<file path="src/logic/bus_pkg.sv">
// ----------------------------------------
// Wishbone register map of the peripheral slice
// Word addresses on a 2-bit adr, 32-bit data
// Address 3 is unmapped and acknowledged harmlessly
// ----------------------------------------
`default_nettype none

package bus_pkg;

    localparam int BUS_DATA_W = 32;

    localparam logic [1:0] ADDR_LED   = 2'd0;
    localparam logic [1:0] ADDR_AUDIO = 2'd1;
    localparam logic [1:0] ADDR_PAD   = 2'd2;

    // One decoded bus request, held for a single cycle
    typedef enum logic [2:0] {
        OP_NONE,
        OP_WR_LED,
        OP_WR_AUDIO,
        OP_RD_LED,
        OP_RD_AUDIO,
        OP_RD_PAD,
        OP_UNMAPPED
    } reg_op_e;

endpackage

`default_nettype wire

</file>
<file path="src/logic/periph_pkg.sv">
// ----------------------------------------
// Widths of the audio, DAC, LED and pad paths
// The DAC accumulator width is PCM_W - DAC_W
// ----------------------------------------
`default_nettype none

package periph_pkg;

    // 16-bit PCM per channel, two channels per audio word
    localparam int PCM_W = 16;

    // Pin DAC resolution per channel
    localparam int DAC_W = 4;

    // Serial pad with 12 buttons
    localparam int PAD_BTN_W = 12;

    localparam int LED_W = 8;

    // Pad scan phases
    typedef enum logic [1:0] {
        SCAN_LATCH,
        SCAN_LOW,
        SCAN_HIGH
    } scan_state_e;

endpackage

`default_nettype wire

</file>
<file path="src/logic/pcm_dac.sv">
// ----------------------------------------
// First-order delta-sigma, 16-bit PCM to 4-bit pin
// Unsigned samples, output saturates at 15
// ----------------------------------------
`default_nettype none
`timescale 1ns/1ps

module pcm_dac (
    input  wire logic                      clk_2x,
    input  wire logic                      arst_n,
    input  wire logic [periph_pkg::PCM_W-1:0] pcm,
    output logic [periph_pkg::DAC_W-1:0]   dac
);
    import periph_pkg::*;

    localparam int FRAC_W = PCM_W - DAC_W;

    logic [FRAC_W-1:0] acc;
    logic [FRAC_W:0]   acc_sum;
    logic [DAC_W:0]    level;

    // Carry out of the fraction adds one LSB to the top nibble
    assign acc_sum = {1'b0, acc} + {1'b0, pcm[FRAC_W-1:0]};
    assign level   = {1'b0, pcm[PCM_W-1:FRAC_W]} + {{DAC_W{1'b0}}, acc_sum[FRAC_W]};

    always_ff @(posedge clk_2x or negedge arst_n) begin
        if (!arst_n) begin
            acc <= '0;
            dac <= '0;
        end else begin
            acc <= acc_sum[FRAC_W-1:0];
            dac <= level[DAC_W] ? {DAC_W{1'b1}} : level[DAC_W-1:0];
        end
    end

endmodule

`default_nettype wire

</file>
<file path="src/logic/pad_scanner.sv">
// ----------------------------------------
// Serial pad scanner, 25 half-periods per scan
// PAD_CLK_DIV clk_2x cycles per half-period, >= 2
// pad_data is active low, sampled at end of low phase
// pad_btn only changes once a full word is in
// ----------------------------------------
`default_nettype none
`timescale 1ns/1ps

module pad_scanner #(
    parameter int PAD_CLK_DIV = 4
) (
    input  wire logic                          clk_2x,
    input  wire logic                          arst_n,
    input  wire logic                          pad_data,
    output logic                               pad_latch,
    output logic                               pad_clk,
    output logic [periph_pkg::PAD_BTN_W-1:0]   pad_btn
);
    import periph_pkg::*;

    localparam int DIV_W = $clog2(PAD_CLK_DIV);
    localparam int BIT_W = $clog2(PAD_BTN_W);

    scan_state_e          state_q;
    scan_state_e          state_d;
    logic [DIV_W-1:0]     div_cnt;
    logic [BIT_W-1:0]     bit_cnt;
    logic [PAD_BTN_W-1:0] shreg;
    logic                 half_end;
    logic                 last_bit;

    assign half_end = (div_cnt == DIV_W'(PAD_CLK_DIV - 1));
    assign last_bit = (bit_cnt == BIT_W'(PAD_BTN_W - 1));

    always_comb begin
        state_d = state_q;
        if (half_end) begin
            case (state_q)
                SCAN_LATCH: state_d = SCAN_LOW;
                SCAN_LOW:   state_d = SCAN_HIGH;
                SCAN_HIGH:  state_d = last_bit ? SCAN_LATCH : SCAN_LOW;
                default:    state_d = SCAN_LATCH;
            endcase
        end
    end

    always_ff @(posedge clk_2x or negedge arst_n) begin
        if (!arst_n) begin
            state_q   <= SCAN_LATCH;
            div_cnt   <= '0;
            bit_cnt   <= '0;
            pad_latch <= 1'b0;
            pad_clk   <= 1'b0;
            pad_btn   <= '0;
        end else begin
            state_q   <= state_d;
            div_cnt   <= half_end ? '0 : div_cnt + 1'b1;
            // Pins follow the state register without a cycle of lag
            pad_latch <= (state_d == SCAN_LATCH);
            pad_clk   <= (state_d == SCAN_HIGH);
            if (half_end && state_q == SCAN_LATCH) begin
                bit_cnt <= '0;
            end
            if (half_end && state_q == SCAN_HIGH) begin
                if (last_bit) begin
                    pad_btn <= shreg;
                end else begin
                    bit_cnt <= bit_cnt + 1'b1;
                end
            end
        end
    end

    // Button 0 arrives first and ends up in bit 0
    always_ff @(posedge clk_2x) begin
        if (half_end && state_q == SCAN_LOW) begin
            shreg <= {~pad_data, shreg[PAD_BTN_W-1:1]};
        end
    end

endmodule

`default_nettype wire

</file>
<file path="src/logic/bus_decode.sv">
// ----------------------------------------
// Takes one request per Wishbone cycle
// op is valid for exactly one clock
// The master must drop stb after seeing ack
// ----------------------------------------
`default_nettype none
`timescale 1ns/1ps

module bus_decode (
    input  wire logic                          clk_2x,
    input  wire logic                          arst_n,
    input  wire logic                          cyc,
    input  wire logic                          stb,
    input  wire logic                          we,
    input  wire logic [1:0]                    adr,
    input  wire logic [bus_pkg::BUS_DATA_W-1:0] dat_w,
    input  wire logic                          ack,
    output bus_pkg::reg_op_e                   op,
    output logic [bus_pkg::BUS_DATA_W-1:0]     wdata
);
    import bus_pkg::*;

    reg_op_e op_d;
    logic    take;

    // No new request while the previous one is still in flight
    assign take = cyc && stb && !ack && (op == OP_NONE);

    always_comb begin
        case (adr)
            ADDR_LED:   op_d = we ? OP_WR_LED : OP_RD_LED;
            ADDR_AUDIO: op_d = we ? OP_WR_AUDIO : OP_RD_AUDIO;
            // Pad word is read-only
            ADDR_PAD:   op_d = we ? OP_UNMAPPED : OP_RD_PAD;
            default:    op_d = OP_UNMAPPED;
        endcase
    end

    always_ff @(posedge clk_2x or negedge arst_n) begin
        if (!arst_n) begin
            op <= OP_NONE;
        end else begin
            op <= take ? op_d : OP_NONE;
        end
    end

    always_ff @(posedge clk_2x) begin
        if (take) begin
            wdata <= dat_w;
        end
    end

endmodule

`default_nettype wire

</file>
<file path="src/logic/bus_result.sv">
// ----------------------------------------
// Registered read data and acknowledge
// One ack per decoded opcode, dat_r valid with ack
// ----------------------------------------
`default_nettype none
`timescale 1ns/1ps

module bus_result (
    input  wire logic                               clk_2x,
    input  wire logic                               arst_n,
    input  var  bus_pkg::reg_op_e                   op,
    input  wire logic [periph_pkg::LED_W-1:0]       led_q,
    input  wire logic [2*periph_pkg::PCM_W-1:0]     audio_q,
    input  wire logic [periph_pkg::PAD_BTN_W-1:0]   pad_q,
    output logic [bus_pkg::BUS_DATA_W-1:0]          dat_r,
    output logic                                    ack
);
    import bus_pkg::*;

    always_ff @(posedge clk_2x or negedge arst_n) begin
        if (!arst_n) begin
            ack <= 1'b0;
        end else begin
            ack <= (op != OP_NONE);
        end
    end

    // Writes and unmapped reads return zero
    always_ff @(posedge clk_2x) begin
        case (op)
            OP_RD_LED:   dat_r <= BUS_DATA_W'(led_q);
            OP_RD_AUDIO: dat_r <= BUS_DATA_W'(audio_q);
            OP_RD_PAD:   dat_r <= BUS_DATA_W'(pad_q);
            default:     dat_r <= '0;
        endcase
    end

endmodule

`default_nettype wire

</file>
<file path="src/logic/periph_execute.sv">
// ----------------------------------------
// LED and stereo sample registers plus the
// pad scanner and both pin DACs
// Writes take effect on the edge after decode
// ----------------------------------------
`default_nettype none
`timescale 1ns/1ps

module periph_execute #(
    parameter int PAD_CLK_DIV = 4
) (
    input  wire logic                               clk_2x,
    input  wire logic                               arst_n,
    input  var  bus_pkg::reg_op_e                   op,
    input  wire logic [bus_pkg::BUS_DATA_W-1:0]     wdata,
    input  wire logic                               pad_data,
    output logic [periph_pkg::LED_W-1:0]            led_q,
    output logic [2*periph_pkg::PCM_W-1:0]          audio_q,
    output logic [periph_pkg::PAD_BTN_W-1:0]        pad_q,
    output logic [periph_pkg::DAC_W-1:0]            audio_l,
    output logic [periph_pkg::DAC_W-1:0]            audio_r,
    output logic                                    audio_valid,
    output logic                                    pad_latch,
    output logic                                    pad_clk
);
    import bus_pkg::*;
    import periph_pkg::*;

    always_ff @(posedge clk_2x or negedge arst_n) begin
        if (!arst_n) begin
            led_q       <= '0;
            audio_q     <= '0;
            audio_valid <= 1'b0;
        end else begin
            audio_valid <= (op == OP_WR_AUDIO);
            if (op == OP_WR_LED) begin
                led_q <= wdata[LED_W-1:0];
            end
            // Left sample in the upper half, right in the lower
            if (op == OP_WR_AUDIO) begin
                audio_q <= wdata[2*PCM_W-1:0];
            end
        end
    end

    pad_scanner #(
        .PAD_CLK_DIV(PAD_CLK_DIV)
    ) u_scanner (
        .clk_2x    (clk_2x),
        .arst_n    (arst_n),
        .pad_data  (pad_data),
        .pad_latch (pad_latch),
        .pad_clk   (pad_clk),
        .pad_btn   (pad_q)
    );

    pcm_dac u_dac_l (
        .clk_2x (clk_2x),
        .arst_n (arst_n),
        .pcm    (audio_q[2*PCM_W-1:PCM_W]),
        .dac    (audio_l)
    );

    pcm_dac u_dac_r (
        .clk_2x (clk_2x),
        .arst_n (arst_n),
        .pcm    (audio_q[PCM_W-1:0]),
        .dac    (audio_r)
    );

endmodule

`default_nettype wire

</file>
<file path="src/logic/periph_top.sv">
// ----------------------------------------
// Peripheral slice as a Wishbone classic slave
// Fixed ack latency of two edges after stb
// No err or rty, unmapped accesses are acked
// ----------------------------------------
`default_nettype none
`timescale 1ns/1ps

module periph_top #(
    parameter int PAD_CLK_DIV = 4
) (
    input  wire logic                               clk_2x,
    input  wire logic                               arst_n,
    input  wire logic                               cyc,
    input  wire logic                               stb,
    input  wire logic                               we,
    input  wire logic [1:0]                         adr,
    input  wire logic [bus_pkg::BUS_DATA_W-1:0]     dat_w,
    output logic [bus_pkg::BUS_DATA_W-1:0]          dat_r,
    output logic                                    ack,
    output logic [periph_pkg::LED_W-1:0]            led,
    output logic [periph_pkg::DAC_W-1:0]            audio_l,
    output logic [periph_pkg::DAC_W-1:0]            audio_r,
    output logic                                    audio_valid,
    input  wire logic                               pad_data,
    output logic                                    pad_latch,
    output logic                                    pad_clk
);
    import bus_pkg::*;
    import periph_pkg::*;

    reg_op_e                op;
    logic [BUS_DATA_W-1:0]  wdata;
    logic [2*PCM_W-1:0]     audio_q;
    logic [PAD_BTN_W-1:0]   pad_q;

    bus_decode u_decode (
        .clk_2x (clk_2x),
        .arst_n (arst_n),
        .cyc    (cyc),
        .stb    (stb),
        .we     (we),
        .adr    (adr),
        .dat_w  (dat_w),
        .ack    (ack),
        .op     (op),
        .wdata  (wdata)
    );

    // LED register drives the pins directly
    periph_execute #(
        .PAD_CLK_DIV(PAD_CLK_DIV)
    ) u_execute (
        .clk_2x      (clk_2x),
        .arst_n      (arst_n),
        .op          (op),
        .wdata       (wdata),
        .pad_data    (pad_data),
        .led_q       (led),
        .audio_q     (audio_q),
        .pad_q       (pad_q),
        .audio_l     (audio_l),
        .audio_r     (audio_r),
        .audio_valid (audio_valid),
        .pad_latch   (pad_latch),
        .pad_clk     (pad_clk)
    );

    bus_result u_result (
        .clk_2x  (clk_2x),
        .arst_n  (arst_n),
        .op      (op),
        .led_q   (led),
        .audio_q (audio_q),
        .pad_q   (pad_q),
        .dat_r   (dat_r),
        .ack     (ack)
    );

endmodule

`default_nettype wire

</file>
<file path="config.mk">
export PLATFORM = sky130hd
export DESIGN_NAME = periph_top
export DESIGN_NICKNAME = d
export VERILOG_FILES = /design/src/logic/bus_pkg.sv /design/src/logic/periph_pkg.sv /design/src/logic/pcm_dac.sv /design/src/logic/pad_scanner.sv /design/src/logic/bus_decode.sv /design/src/logic/bus_result.sv /design/src/logic/periph_execute.sv /design/src/logic/periph_top.sv
export SDC_FILE = /design/constraint.sdc
export NUM_CORES = 1
export LEC_CHECK = 0
export BUFFER_PORTS_ARGS = -buffer_cell sky130_fd_sc_hd__buf_2
export CAP_MARGIN = 20
export CORE_MARGIN = 10
export CORE_UTILIZATION = 56
export DETAILED_ROUTE_END_ITERATION = 8
export GPL_TIMING_DRIVEN = 0
export PLACE_DENSITY_LB_ADDON = 0.1
export SLEW_MARGIN = 20
export SYNTH_ARGS = -nofsm -noshare
export SYNTH_HDL_FRONTEND = slang
export SYNTH_SLANG_ARGS = --single-unit
</file>
<file path="constraint.sdc">
create_clock -name clk_2x -period 4.02 [get_ports clk_2x]
set_input_delay 0.402 -clock clk_2x [delete_from_list [all_inputs] [get_ports clk_2x]]
set_output_delay 0.402 -clock clk_2x [all_outputs]
set_load 0.02 [all_outputs]
</file>
* Word level (Yosys, flattened, before mapping)
Index checks and enable logic that the tools add are counted.
Storage, ports and cells: register bits 175, latch bits 0, memory bits (writable) 0, bits in read-only memories 0, input port bits 40, output and inout bits 52, logic and storage cells 65, memories kept 0
Cells by class: add/subtract/negate cells 6, multiply operators 0, divide/modulo/power cells 0, order comparisons 0, equal/unequal tests 12, shift-type cells 0, multiplexer cells 15, bitwise logic cells 1, reduce and logical (&&, ||, !) cells 13
Operator list (number):
- 32-bit one-hot mux with 3 select lines | 1
- 12-bit by 12-bit adder with 13-bit output | 2
- 4-bit 2-to-1 mux | 5
- 4-bit by 1-bit adder with 5-bit output | 2
- 3-bit one-hot mux with 3 select lines | 1
- 2-bit equality test, second input constant | 4
- 2-bit 2-to-1 mux | 4
- 3-bit by 2-bit equality test with 1-bit output, second input constant | 2
- 3-bit equality test, second input constant | 2
- 1-bit logical AND | 6
- 2-bit zero test | 3
- 3-bit 2-to-1 mux | 2
- 2-bit one-hot mux with 3 select lines | 1
- 4-bit by 1-bit adder with 4-bit output, second input constant | 1
- 2-bit by 1-bit equality test with 1-bit output, second input constant | 2
- 4-bit equality test, second input constant | 1
- 3-bit by 1-bit equality test with 1-bit output, second input constant | 1
- 3-bit zero test | 1
- 3-bit nonzero test | 1
- 2-bit by 1-bit adder with 2-bit output, second input constant | 1
- 2-bit AND reduction | 1
- 1-bit zero test | 1
- 1-bit 2-to-1 mux | 1
- 1-bit inverter | 1

* Logic depth before layout (Yosys ltp)
Gate-level depths: netlist (run 1).
depth in word-level cells 5, mapped depth 11, gate-level depth less buffers 11

* Hierarchy
From an unflattened synthesis (run 1), not the netlist that was laid out.
Unflattened totals: cells, all modules 494, area, all modules 7118.1 um^2
Modules (own cells, without submodules):
- pcm_dac | instances 2, cells each 97, area an instance 1019.7 um^2, sequential area each 400.4 um^2
- periph_execute | instances 1, cells each 86, area an instance 1547.7 um^2, sequential area each 1026.0 um^2
- pad_scanner | instances 1, cells each 81, area an instance 1322.5 um^2, sequential area each 910.9 um^2
- bus_decode | instances 1, cells each 46, area an instance 1111.1 um^2, sequential area each 1036.0 um^2
- bus_result | instances 1, cells each 87, area an instance 1097.3 um^2, sequential area each 665.6 um^2

* Worst setup path before layout (run 1)
No wires, ideal clock.
path type register to register, start reg u_execute.audio_q[16] (netlist bit), end reg u_execute.u_dac_l.dac[3] (netlist bit), library setup time 124 ps, arrival 2391 ps, required time 3896 ps, setup slack 1505 ps, stages on the path, launching flop included 11, buffers on the path 0, period minus slack after synthesis 2515 ps, cells stage by stage dfrtp_1 > ha_1 > fa_1 > a21oi_1 > o21ai_1 > a2111oi_0 > o21bai_1 > ha_1 > ha_1 > nor3_1 > a21oi_1
On the way: word-level cells in the longest chain between the ends 3
RTL lines:
- start: declaration | line periph_execute.sv:18 | output logic [2*periph_pkg::PCM_W-1:0] audio_q,
- start signal: assignment | line periph_execute.sv:41 | audio_q <= wdata[2*PCM_W-1:0];
- 12-bit by 12-bit adder with 13-bit output | line pcm_dac.sv:23 | assign acc_sum = {1'b0, acc} + {1'b0, pcm[FRAC_W-1:0]};
- 4-bit by 1-bit adder with 5-bit output | line pcm_dac.sv:24 | assign level = {1'b0, pcm[PCM_W-1:FRAC_W]} + {{DAC_W{1'b0}}, acc_sum[FRAC_W]};
- 4-bit 2-to-1 mux | line pcm_dac.sv:32 | dac <= level[DAC_W] ? {DAC_W{1'b1}} : level[DAC_W-1:0];
- end signal: assignment | line pcm_dac.sv:32
- end: declaration | line pcm_dac.sv:12 | output logic [periph_pkg::DAC_W-1:0] dac
Every way passes these cells. A chain may end at the register's enable or synchronous reset.

* Worst setup path in the final report (run 1)
Ends and elaborated chain as after synthesis.

==> reports/metrics.cfg, run 1 <==
[logic_synthesis]
yosysTopAreaCell = dfrtp_1
synthTopCellsByArea = dfrtp_1 (36%), edfxtp_1 (19%), dfxtp_1 (9.2%)
yosysTopAreaCellShare_pct = 35.6
synth_common_cells = dfrtp_1 (99), mux2_2 (52), edfxtp_1 (44)
synthCells = 495
synth-warning-count = 0
async_flop_share_pct = 56.6
synth_area_per_cell_um2 = 14.0
syn_area_um2 = 6950
ys_types = 51
synth_flop_cell = dfrtp_1
syn-num-nets = 567
synth-edff-count = 44
ys_seq_area_share_pct = 63.9
synthMostInstantiatedCell = dfrtp_1
synth_seq_cells = 175

[drt]
drc_errors = 0
finalWirelength_um = 13800
drt_iter0_markers = 265
post_drt_wl_per_cell_um = 17.5
vias_per_cell = 5.29
antenna_left = 0
vias = 4171
dr.pass1.iters = 4

[power]
ir_drop_v = 0.000439
power_density_nw_per_um2 = 755
power_leakage_nw = 3.67
totalPowerFinal_mw = 6.18

[place]
port_buffers = 91
postPlaceCellArea_um2 = 7650
place_ws_ns = 1.04
gp_congestion = 0.831
hpwl_um = 9720
dp.cells = 755

[global_route]
grt-busiest-layer = met2
grtUsageMet1_pct = 19.0
overflow = 0
antenna_found_initial = 0
grt_use_total_pct = 16.5
grt_pass1_wl_um = 22600
grt_pass1_vias = 4498
met3_usage_pct = 5.03
grt_max_degree = 63
grtUsageMet2_pct = 28.3

[worst_setup_path]
critPathCaptureType = register
critPathKind = register to register
crit_top_cell = ha_1
cp.arrival_ns = 3.31
path_max_fanout = 4
cp_cell_sequence = ha_1 > fa_1 > a21oi_1 > o21ai_1 > a2111oi_0 > o21bai_1 > ha_1 > ha_1 > nor3_1 > a21oi_1
cpMaxStageDelayCell = a2111oi_0
slowest_delay_ns = 0.47
required_ns = 4.33
start_kind = register

[sta]
rsz0062_at_grt = false
worst_pin_slew_ns = 1.06
setup_violations = 0
slew_violations = 0
slew-limit-headroom_pct = 28.9
hold_viol = 0
period_minus_slack_ns = 3.00
timing.fmax_mhz = 334
setup_ws_ns = 1.02
fin_skew_ns = 0.00728
holdWs_ns = 0.141
tns_ns = 0
fin_crit_sh_pct = 74.5

[clock_network]
cts_buffers = 17
cts-htree-levels = 4
worst_skew_pair.late_latency_ns = 0.43
cts_buffer_depth = 2
cts_tree = built
cts.sinks = 175
clkTransAtPathRegs_ns = 0.06
cts_root_buffer = clkbuf_16

[floorplanning]
die_x_um = 131
ios = 92
die_h_um = 131
rows = 40
start_util_pct = 57.6
die-area_um2 = 17300
core-area_um2 = 12100

[cells_and_area]
insertedDiodeCount = 0
syn2layout_area_growth_pct = 17.9
num-fill-cells = 878
nets = 679
finalInstanceArea_um2 = 8190
stdcell_count = 788
fin_util_pct = 67.9
drive_above_1_share_pct = 30.2

[run]
max-cap-violations = 0

[worst_hold_path]
hold_class = input port to register

[run_status]
status = finished, final reports clean

flip-flops by register name, summed over array words and instances, names as in the netlist, 3 cells and up:
name and count:
u_execute.u_dac_r.dac 4, u_execute.u_dac_r.acc 12, u_execute.u_dac_l.acc 12, u_execute.audio_q 32
u_decode.op 3, u_execute.u_scanner.shreg 12, u_result.dat_r 32, u_execute.u_dac_l.dac 4
u_execute.led_q 8, u_execute.u_scanner.pad_btn 12, u_execute.u_scanner.bit_cnt 4, u_decode.wdata 32
cell type report:
class | instances | area [um2] | share of cell area (%)
clock buffers | 20 | 437 | 5.33
repair buffers | 93 | 499 | 6.09
flip-flops and latches | 175 | 4440 | 54.2
inverters | 11 | 41.3 | 0.504
well taps | 168 | 210 | 2.57
clock inverters | 12 | 96.3 | 1.18
plain buffers | 13 | 82.6 | 1.01
multi-input cells | 296 | 2390 | 29.1
worst max-delay path: cells and delay by family (launching register included):
kind            cells  cell delay, ns
fa+ha+maj           4            1.12
simple gates        1            0.19
compound gates      5            1.17
flops               1            0.39
routing by layer:
layer	vias to the layer above	part of all wire [%]
li1	2012	-
met1	2074	43
met2	68	52
met3	17	3.5
met4	0	1.5
met5	-	0
timing repair:
| item | CTS | global route |
|---|---|---|
| setup buffers | 0 | 0 |
| endpoints found under the setup margin | 0 | 0 |
| endpoints found under the hold margin | 37 | 0 |
| gates resized for setup | 0 | 0 |
| hold buffers | 1 | 0 |
final timing paths:
| path | from | endpoint | slack (ns) | cells after the start |
|---|---|---|---|---|
| max | u_execute.audio_q[16]$_DFFE_PN0P_ | u_execute.u_dac_l.dac[3]$_DFF_PN0_ | 1.02 | 10 |
| min | dat_w[13] | u_decode.wdata[13]$_DFFE_PP_ | 0.14 | 1 |
| max reg2reg | u_execute.audio_q[16]$_DFFE_PN0P_ | u_execute.u_dac_l.dac[3]$_DFF_PN0_ | 1.02 | 10 |
| min reg2reg | u_execute.u_scanner.div_cnt[0]$_DFF_PN0_ | u_execute.u_scanner.div_cnt[0]$_DFF_PN0_ | 0.42 | 1 |
| max in group asynchronous | arst_n | u_decode.op[1]$_DFF_PN0_ | 2.96 | 3 |
| min in group asynchronous | arst_n | u_execute.audio_q[23]$_DFFE_PN0P_ | 0.43 | 2 |
report_power, final:
| part | total (mW) | switching [mW] | leakage (nW) | internal, mW |
|---|---|---|---|---|
| clock | 1.50 | 0.654 | 0.251 | 0.842 |
| combinational | 2.22 | 1.23 | 1.56 | 0.985 |
| sequential | 2.47 | 0.236 | 1.86 | 2.24 |
| total | 6.18 | 2.12 | 3.67 | 4.06 |
kinds of logic after synthesis:
logic type               share of synthesized area (%)
adder cells (fa/ha/maj)                           5.98
flip-flops                                        63.9
AND/OR/NAND/NOR                                   8.37
XOR/XNOR                                          2.02
AO/OA/AOI/OAI                                     8.39
buffers and inverters                             1.78
multiplexers                                      9.61
layout by cell type, fill, tap and decap left out, drive strengths merged, types with 10 or more instances in the layout:
master,Yosys,routed
dfrtp,99,99
buf,7,99
mux2,54,54
edfxtp,44,44
dfxtp,32,32
ha,30,30
nor2,27,27
clkbuf,6,26
a22o,20,20
and2,20,20
a21oi,18,18
nand2,12,12
inv,11,11
xnor2,10,10
nor3,10,10
Note: power is estimated with default switching activity, not from simulation.
==> inputs of run 2 (changes only) <==
ABC_AREA = 1   (was unset)
clock period = 3 ns   (was 4.02 ns; I/O delays follow)
==> run 2 against run 1 <==
Against the previous run:
- area after synthesis rose by 3.0%
- sequential share of layout area decreased by 2.5 points
- die area rose by 2.5%
- clock power rose by 67%
- synthesized cell count is 46% higher
- core utilization up 0.48 points
- register-to-register slack got worse by 0.57 ns
- non-clock buffer count is 2 higher
- global-route usage up 1.6 points
- routed wire length rose by 11%
- worst hold slack got worse by 0.10 ns
- first-iteration DRC count increased by 31%
- largest power group unchanged
==> reports/metrics.cfg, run 2 <==
[clock_network]
worst_skew_pair.late_latency_ns = 0.43
cts_tree = built
cts-htree-levels = 4
cts_root_buffer = clkbuf_16
cts_buffer_depth = 2
cts.sinks = 175
cts_buffers = 17
clkTransAtPathRegs_ns = 0.07

[worst_setup_path]
worst_r2r_startpoint = u_execute.audio_q[0]$_DFFE_PN0P_
cpMaxStageDelayCell = fa_1
critPathBufInv = 1
critPathKind = register to register
cp_cell_sequence = ha_1 > fa_1 > nand3_1 > nand3_1 > nand4_1 > nand2_1 > nand2_1 > nand2_1 > ha_1 > ha_1 > nand2_1 > inv_1 > nand2_1 > o21ai_0
slowest_delay_ns = 0.45
path_max_fanout = 3
required_ns = 3.31
cp.arrival_ns = 2.86
crit_path_start = u_execute.audio_q[0]$_DFFE_PN0P_
start_kind = register
critPathCaptureType = register
critical-path-top-delay-family = adder cells
crit_top_cell = nand2_1

[cells_and_area]
drive_above_1_share_pct = 18.2
largest_registers = u_decode.wdata x32, u_execute.audio_q x32, u_result.dat_r x32
nets = 907
mostFrequentLayoutCells = nand2_1 (207), inv_1 (101), dfrtp_1 (99)
finalInstanceArea_um2 = 8600
stdcell_count = 1022
syn2layout_area_growth_pct = 20.1
final_common_cell = nand2_1

[sta]
fin_crit_sh_pct = 85.0
worst_pin_slew_ns = 0.718
slew-limit-headroom_pct = 51.9
setup_violations = 0
rsz0062_at_grt = false
period_minus_slack_ns = 2.55
holdWs_ns = 0.0380
timing.fmax_mhz = 392
slew_violations = 0
setup_ws_ns = 0.450
hold_viol = 0
fin_skew_ns = 0.00762

[power]
ir_drop_v = 0.000645
power_density_nw_per_um2 = 944
power_leakage_nw = 4.39

[floorplanning]
core-area_um2 = 12600
die_h_um = 133
start_util_pct = 56.9
rows = 41
ios = 92
die-area_um2 = 17700
die_x_um = 133

[global_route]
overflow = 0
grt_pass1_vias = 5144
grt_max_degree = 73
grt_pass1_wl_um = 25600
grt_use_total_pct = 18.1
antenna_found_initial = 2

[worst_hold_path]
hold_class = input port to register
min_from = dat_w[4]

[place]
place_ws_ns = 0.470
gp_congestion = 0.906
port_buffers = 91
dp.cells = 987
postPlaceCellArea_um2 = 7900
hpwl_um = 10800

[logic_synthesis]
synth-edff-count = 44
syn-num-nets = 793
syn_area_um2 = 7160
async_flop_share_pct = 56.6
yosysTopAreaCell = dfrtp_1
synth_flop_cell = dfrtp_1
synth-warning-count = 0
ys_seq_area_share_pct = 62.0
synthMostInstantiatedCell = nand2_1
yosysTopAreaCellShare_pct = 34.6
synth_seq_cells = 175
synth_area_per_cell_um2 = 9.93
synth_common_cells = nand2_1 (207), inv_1 (101), dfrtp_1 (99)
synthTopCellsByArea = dfrtp_1 (35%), edfxtp_1 (18%), nand2_1 (11%)
ys_types = 29
synthCells = 721

[drt]
post_drt_wl_per_cell_um = 15.0
drt_iter0_markers = 348
vias = 5111
drc_errors = 0
antenna_left = 0
dr.pass1.iters = 5
vias_per_cell = 5.00
finalWirelength_um = 15300

[run]
max-cap-violations = 0

[run_status]
status = finished, final reports clean

## run 2: through the flow
step | total power [mW] | TNS, ns | utilization, %
floorplan | 4.99 | 0 | -
global placement | 5.55 | -10.56 | 62.3
detailed placement | 5.63 | 0 | 62.8
CTS | 8.16 | 0 | 68.4
global route | 8.67 | 0 | 68.4
finish | 8.12 | 0 | 68.4
## run 2: report_power, final
group	switching, mW	internal, mW	leakage (nW)
Sequential	0.238	2.92	1.89
Clock	0.923	1.57	0.333
Combinational	1.56	0.904	2.16
## run 2: final cells by class
type	instances	area [um2]
tap	172	215
multi-input combinational	431	2270
clock inverter	10	168
inverter	102	383
sequential	175	4440
clock buffer	22	518
timing repair buffer	95	529
buffer	13	73.8
antenna	2	5.00
fill	973	3970
## run 2: kinds of logic (layout without fill, tap and decap cells)
| family | Yosys count | count (layout) | synth area share (%) |
|---|---|---|---|
| other | 0 | 2 | 0 |
| DFF | 175 | 175 | 62.0 |
| and+or+nand+nor | 309 | 309 | 17.8 |
| AOI/OAI and AO/OA | 77 | 77 | 6.36 |
| xor gates and xnor gates | 13 | 13 | 1.59 |
| buffers and inverters | 115 | 242 | 6.38 |
| adders and majority gates | 32 | 32 | 5.80 |
## run 2: final timing paths
kind / end / slack [ns] / cells past startpoint
setup / recovery: u_execute.u_dac_r.dac[2]$_DFF_PN0_ / 0.45 / 14
hold / removal: u_decode.wdata[4]$_DFFE_PP_ / 0.04 / 1
setup reg to reg: u_execute.u_dac_r.dac[2]$_DFF_PN0_ / 0.45 / 14
hold reg to reg: u_execute.u_scanner.div_cnt[0]$_DFF_PN0_ / 0.42 / 1
max in group asynchronous: u_execute.u_dac_r.acc[1]$_DFF_PN0_ / 2.05 / 3
min in group asynchronous: u_execute.audio_q[23]$_DFFE_PN0P_ / 0.30 / 2
## run 2: what timing repair did
item	CTS	global route
endpoints found under the hold margin	27	0
setup buffers	0	0
resized for setup	0	0
hold buffers	1	0
## run 2: layer usage
metal	global-route usage, %	up-vias	share of wire (%)
met5	0	-	0
li1	-	2535	-
met3	6.09	20	6.2
met1	23.5	2414	46
met4	5.75	0	1.6
met2	28.0	142	46
==> inputs of run 3 (changes only) <==
CORE_UTILIZATION = 52   (was 56)
clock period = 2.1 ns   (was 3 ns; I/O delays follow)
==> run 3 against run 2 <==
Against the previous run:
- the flow now finishes with violations (setup timing)
- clock skew increased by 0.0024 ns
- combinational power grew 72%
- critical endpoint unchanged
- final cell count increased by 6.0%
- final area increased by 7.1%
- highest routed layer unchanged
- total power increased by 44%
==> reports/metrics.cfg, run 3 (synthesized netlist as in run 2, its figures left out) <==
[drt]
post_drt_wl_per_cell_um = 15.4
antenna_left = 0
vias = 5405
finalWirelength_um = 16700
dr.pass1.iters = 5
drc_errors = 0
vias_per_cell = 4.99
drt_iter0_markers = 371

[floorplanning]
ios = 92
core-area_um2 = 13300
rows = 42
die_h_um = 137
die_x_um = 137
die-area_um2 = 18900
start_util_pct = 53.6

[cells_and_area]
mostFrequentLayoutCells = nand2_1 (199), inv_1 (99), buf_2 (98)
largest_registers = u_decode.wdata x32, u_execute.audio_q x32, u_result.dat_r x32
insertedDiodeCount = 0
num-fill-cells = 1000
syn2layout_area_growth_pct = 28.7
final_common_cell = nand2_1
finalInstanceArea_um2 = 9210
multi_input_area_um2 = 2510
seqCellArea_um2 = 4440
nets = 966
drive_above_1_share_pct = 23.4
stdcell_count = 1083

[global_route]
grt_pass1_wl_um = 27300
grt_pass1_vias = 5591
overflow = 0
grt_max_degree = 58
antenna_found_initial = 0
grt_use_total_pct = 18.4

[worst_setup_path]
path_max_fanout = 3
critPathCaptureType = register
start_kind = register
cp.arrival_ns = 2.49
critPathKind = register to register
required_ns = 2.42

[clock_network]
clkTransAtPathRegs_ns = 0.06
cts_buffers = 17
cts-htree-levels = 4
worst_skew_pair.late_latency_ns = 0.43
cts_tree = built
cts_buffer_depth = 2
cts.sinks = 175
cts_root_buffer = clkbuf_16

[power]
power_density_nw_per_um2 = 1270
ir_drop_v = 0.000740
power_leakage_nw = 4.57
totalPowerFinal_mw = 11.7

[sta]
rsz0062_at_grt = true
setup_ws_ns = -0.0714
fin_crit_sh_pct = 103
period_minus_slack_ns = 2.17
setup_violations = 6
hold_viol = 0
timing.fmax_mhz = 461
tns_ns = -0.348
slew-limit-headroom_pct = 59.5
fin_skew_ns = 0.0100
slew_violations = 0
worst_pin_slew_ns = 0.608

[place]
hpwl_um = 11100
gp_congestion = 0.889
postPlaceCellArea_um2 = 7930
port_buffers = 91
dp.cells = 991

[run_status]
status = finished with violations
violations = setup timing

[worst_hold_path]
hold_class = input port to register

[run]
max-cap-violations = 0

run 3: cell count changes in the layout (fill, tap and decap cells not counted), moves of 8 or more:
| cell | delta |
|---|---|
| dlygate4sd3_1 | +33 |
| ha_4 | +14 |
| buf_4 | +25 |
| nand2_1 | -8 |
| nand2_2 | +8 |
| ha_1 | -14 |
run 3: cell type report:
class / count / area share [%]
clock inverter: 6 / 0.421
clock buffer: 26 / 5.20
buffer: 13 / 0.802
inverter: 102 / 4.16
multi-input combinational: 431 / 27.3
timing repair buffer: 154 / 11.5
tap: 176 / 2.39
sequential: 175 / 48.2
run 3: report_power, final:
part / internal, mW / switching, mW / leakage [nW] / total, mW
sequential: 4.18 / 0.473 / 1.89 / 4.65
clock: 1.57 / 1.23 / 0.249 / 2.80
combinational: 1.79 / 2.45 / 2.43 / 4.24
total: 7.54 / 4.15 / 4.57 / 11.7
run 3: metrics by stage:
stage / util [%] / hold slack (ns) / worst slack, ns
after global placement: 58.9 / 0.386 / -0.381
after floorplan: - / -0.0856 / 0.00407
final: 69.0 / 0.0380 / -0.0714
after detailed placement: 59.4 / 0.162 / -0.302
after global routing: 69.0 / 0.0349 / -0.209
after CTS: 68.6 / 0.0280 / -0.0655
run 3: what timing repair did:
| action | CTS | global route |
|---|---|---|
| setup endpoints to repair | 8 | 22 |
| resized for setup | 31 | 9 |
| hold endpoints to repair | 75 | 0 |
| pin swaps | 11 | 9 |
| buffers inserted | 23 | 6 |
| hold buffers | 34 | 0 |
run 3: routing by layer:
layer  track usage [%]  share of wire, %
met1              22.2                44
met2              30.6                48
met4              7.38               2.4
met5                 0                 0
met3              5.21               5.2
run 3: final timing paths:
| kind | start | end | slack, ns | cells after the start |
|---|---|---|---|---|
| max in group asynchronous | arst_n | u_execute.audio_q[5]$_DFFE_PN0P_ | 1.20 | 3 |
| min | pad_data | u_execute.u_scanner.shreg[11]$_DFFE_PP_ | 0.04 | 2 |
| min reg2reg | u_execute.u_scanner.div_cnt[0]$_DFF_PN0_ | u_execute.u_scanner.div_cnt[0]$_DFF_PN0_ | 0.43 | 1 |
| max | u_execute.audio_q[0]$_DFFE_PN0P_ | u_execute.u_dac_r.dac[2]$_DFF_PN0_ | -0.07 | 14 |
| max reg2reg | u_execute.audio_q[0]$_DFFE_PN0P_ | u_execute.u_dac_r.dac[2]$_DFF_PN0_ | -0.07 | 14 |
| min in group asynchronous | arst_n | u_execute.u_dac_l.acc[4]$_DFF_PN0_ | 0.28 | 2 |
run 3: worst max-delay path, stage by stage (launching register included):
cell and delay, ns:
dfrtp_1 0.42, ha_4 0.18, fa_2 0.35, nand3_2 0.09
nand3_2 0.07, nand4_1 0.11, nand2_2 0.09, nand2_2 0.08
nand2_2 0.07, ha_4 0.18, ha_4 0.17, nand2_2 0.07
inv_2 0.04, nand2_2 0.07, o21ai_1 0.06
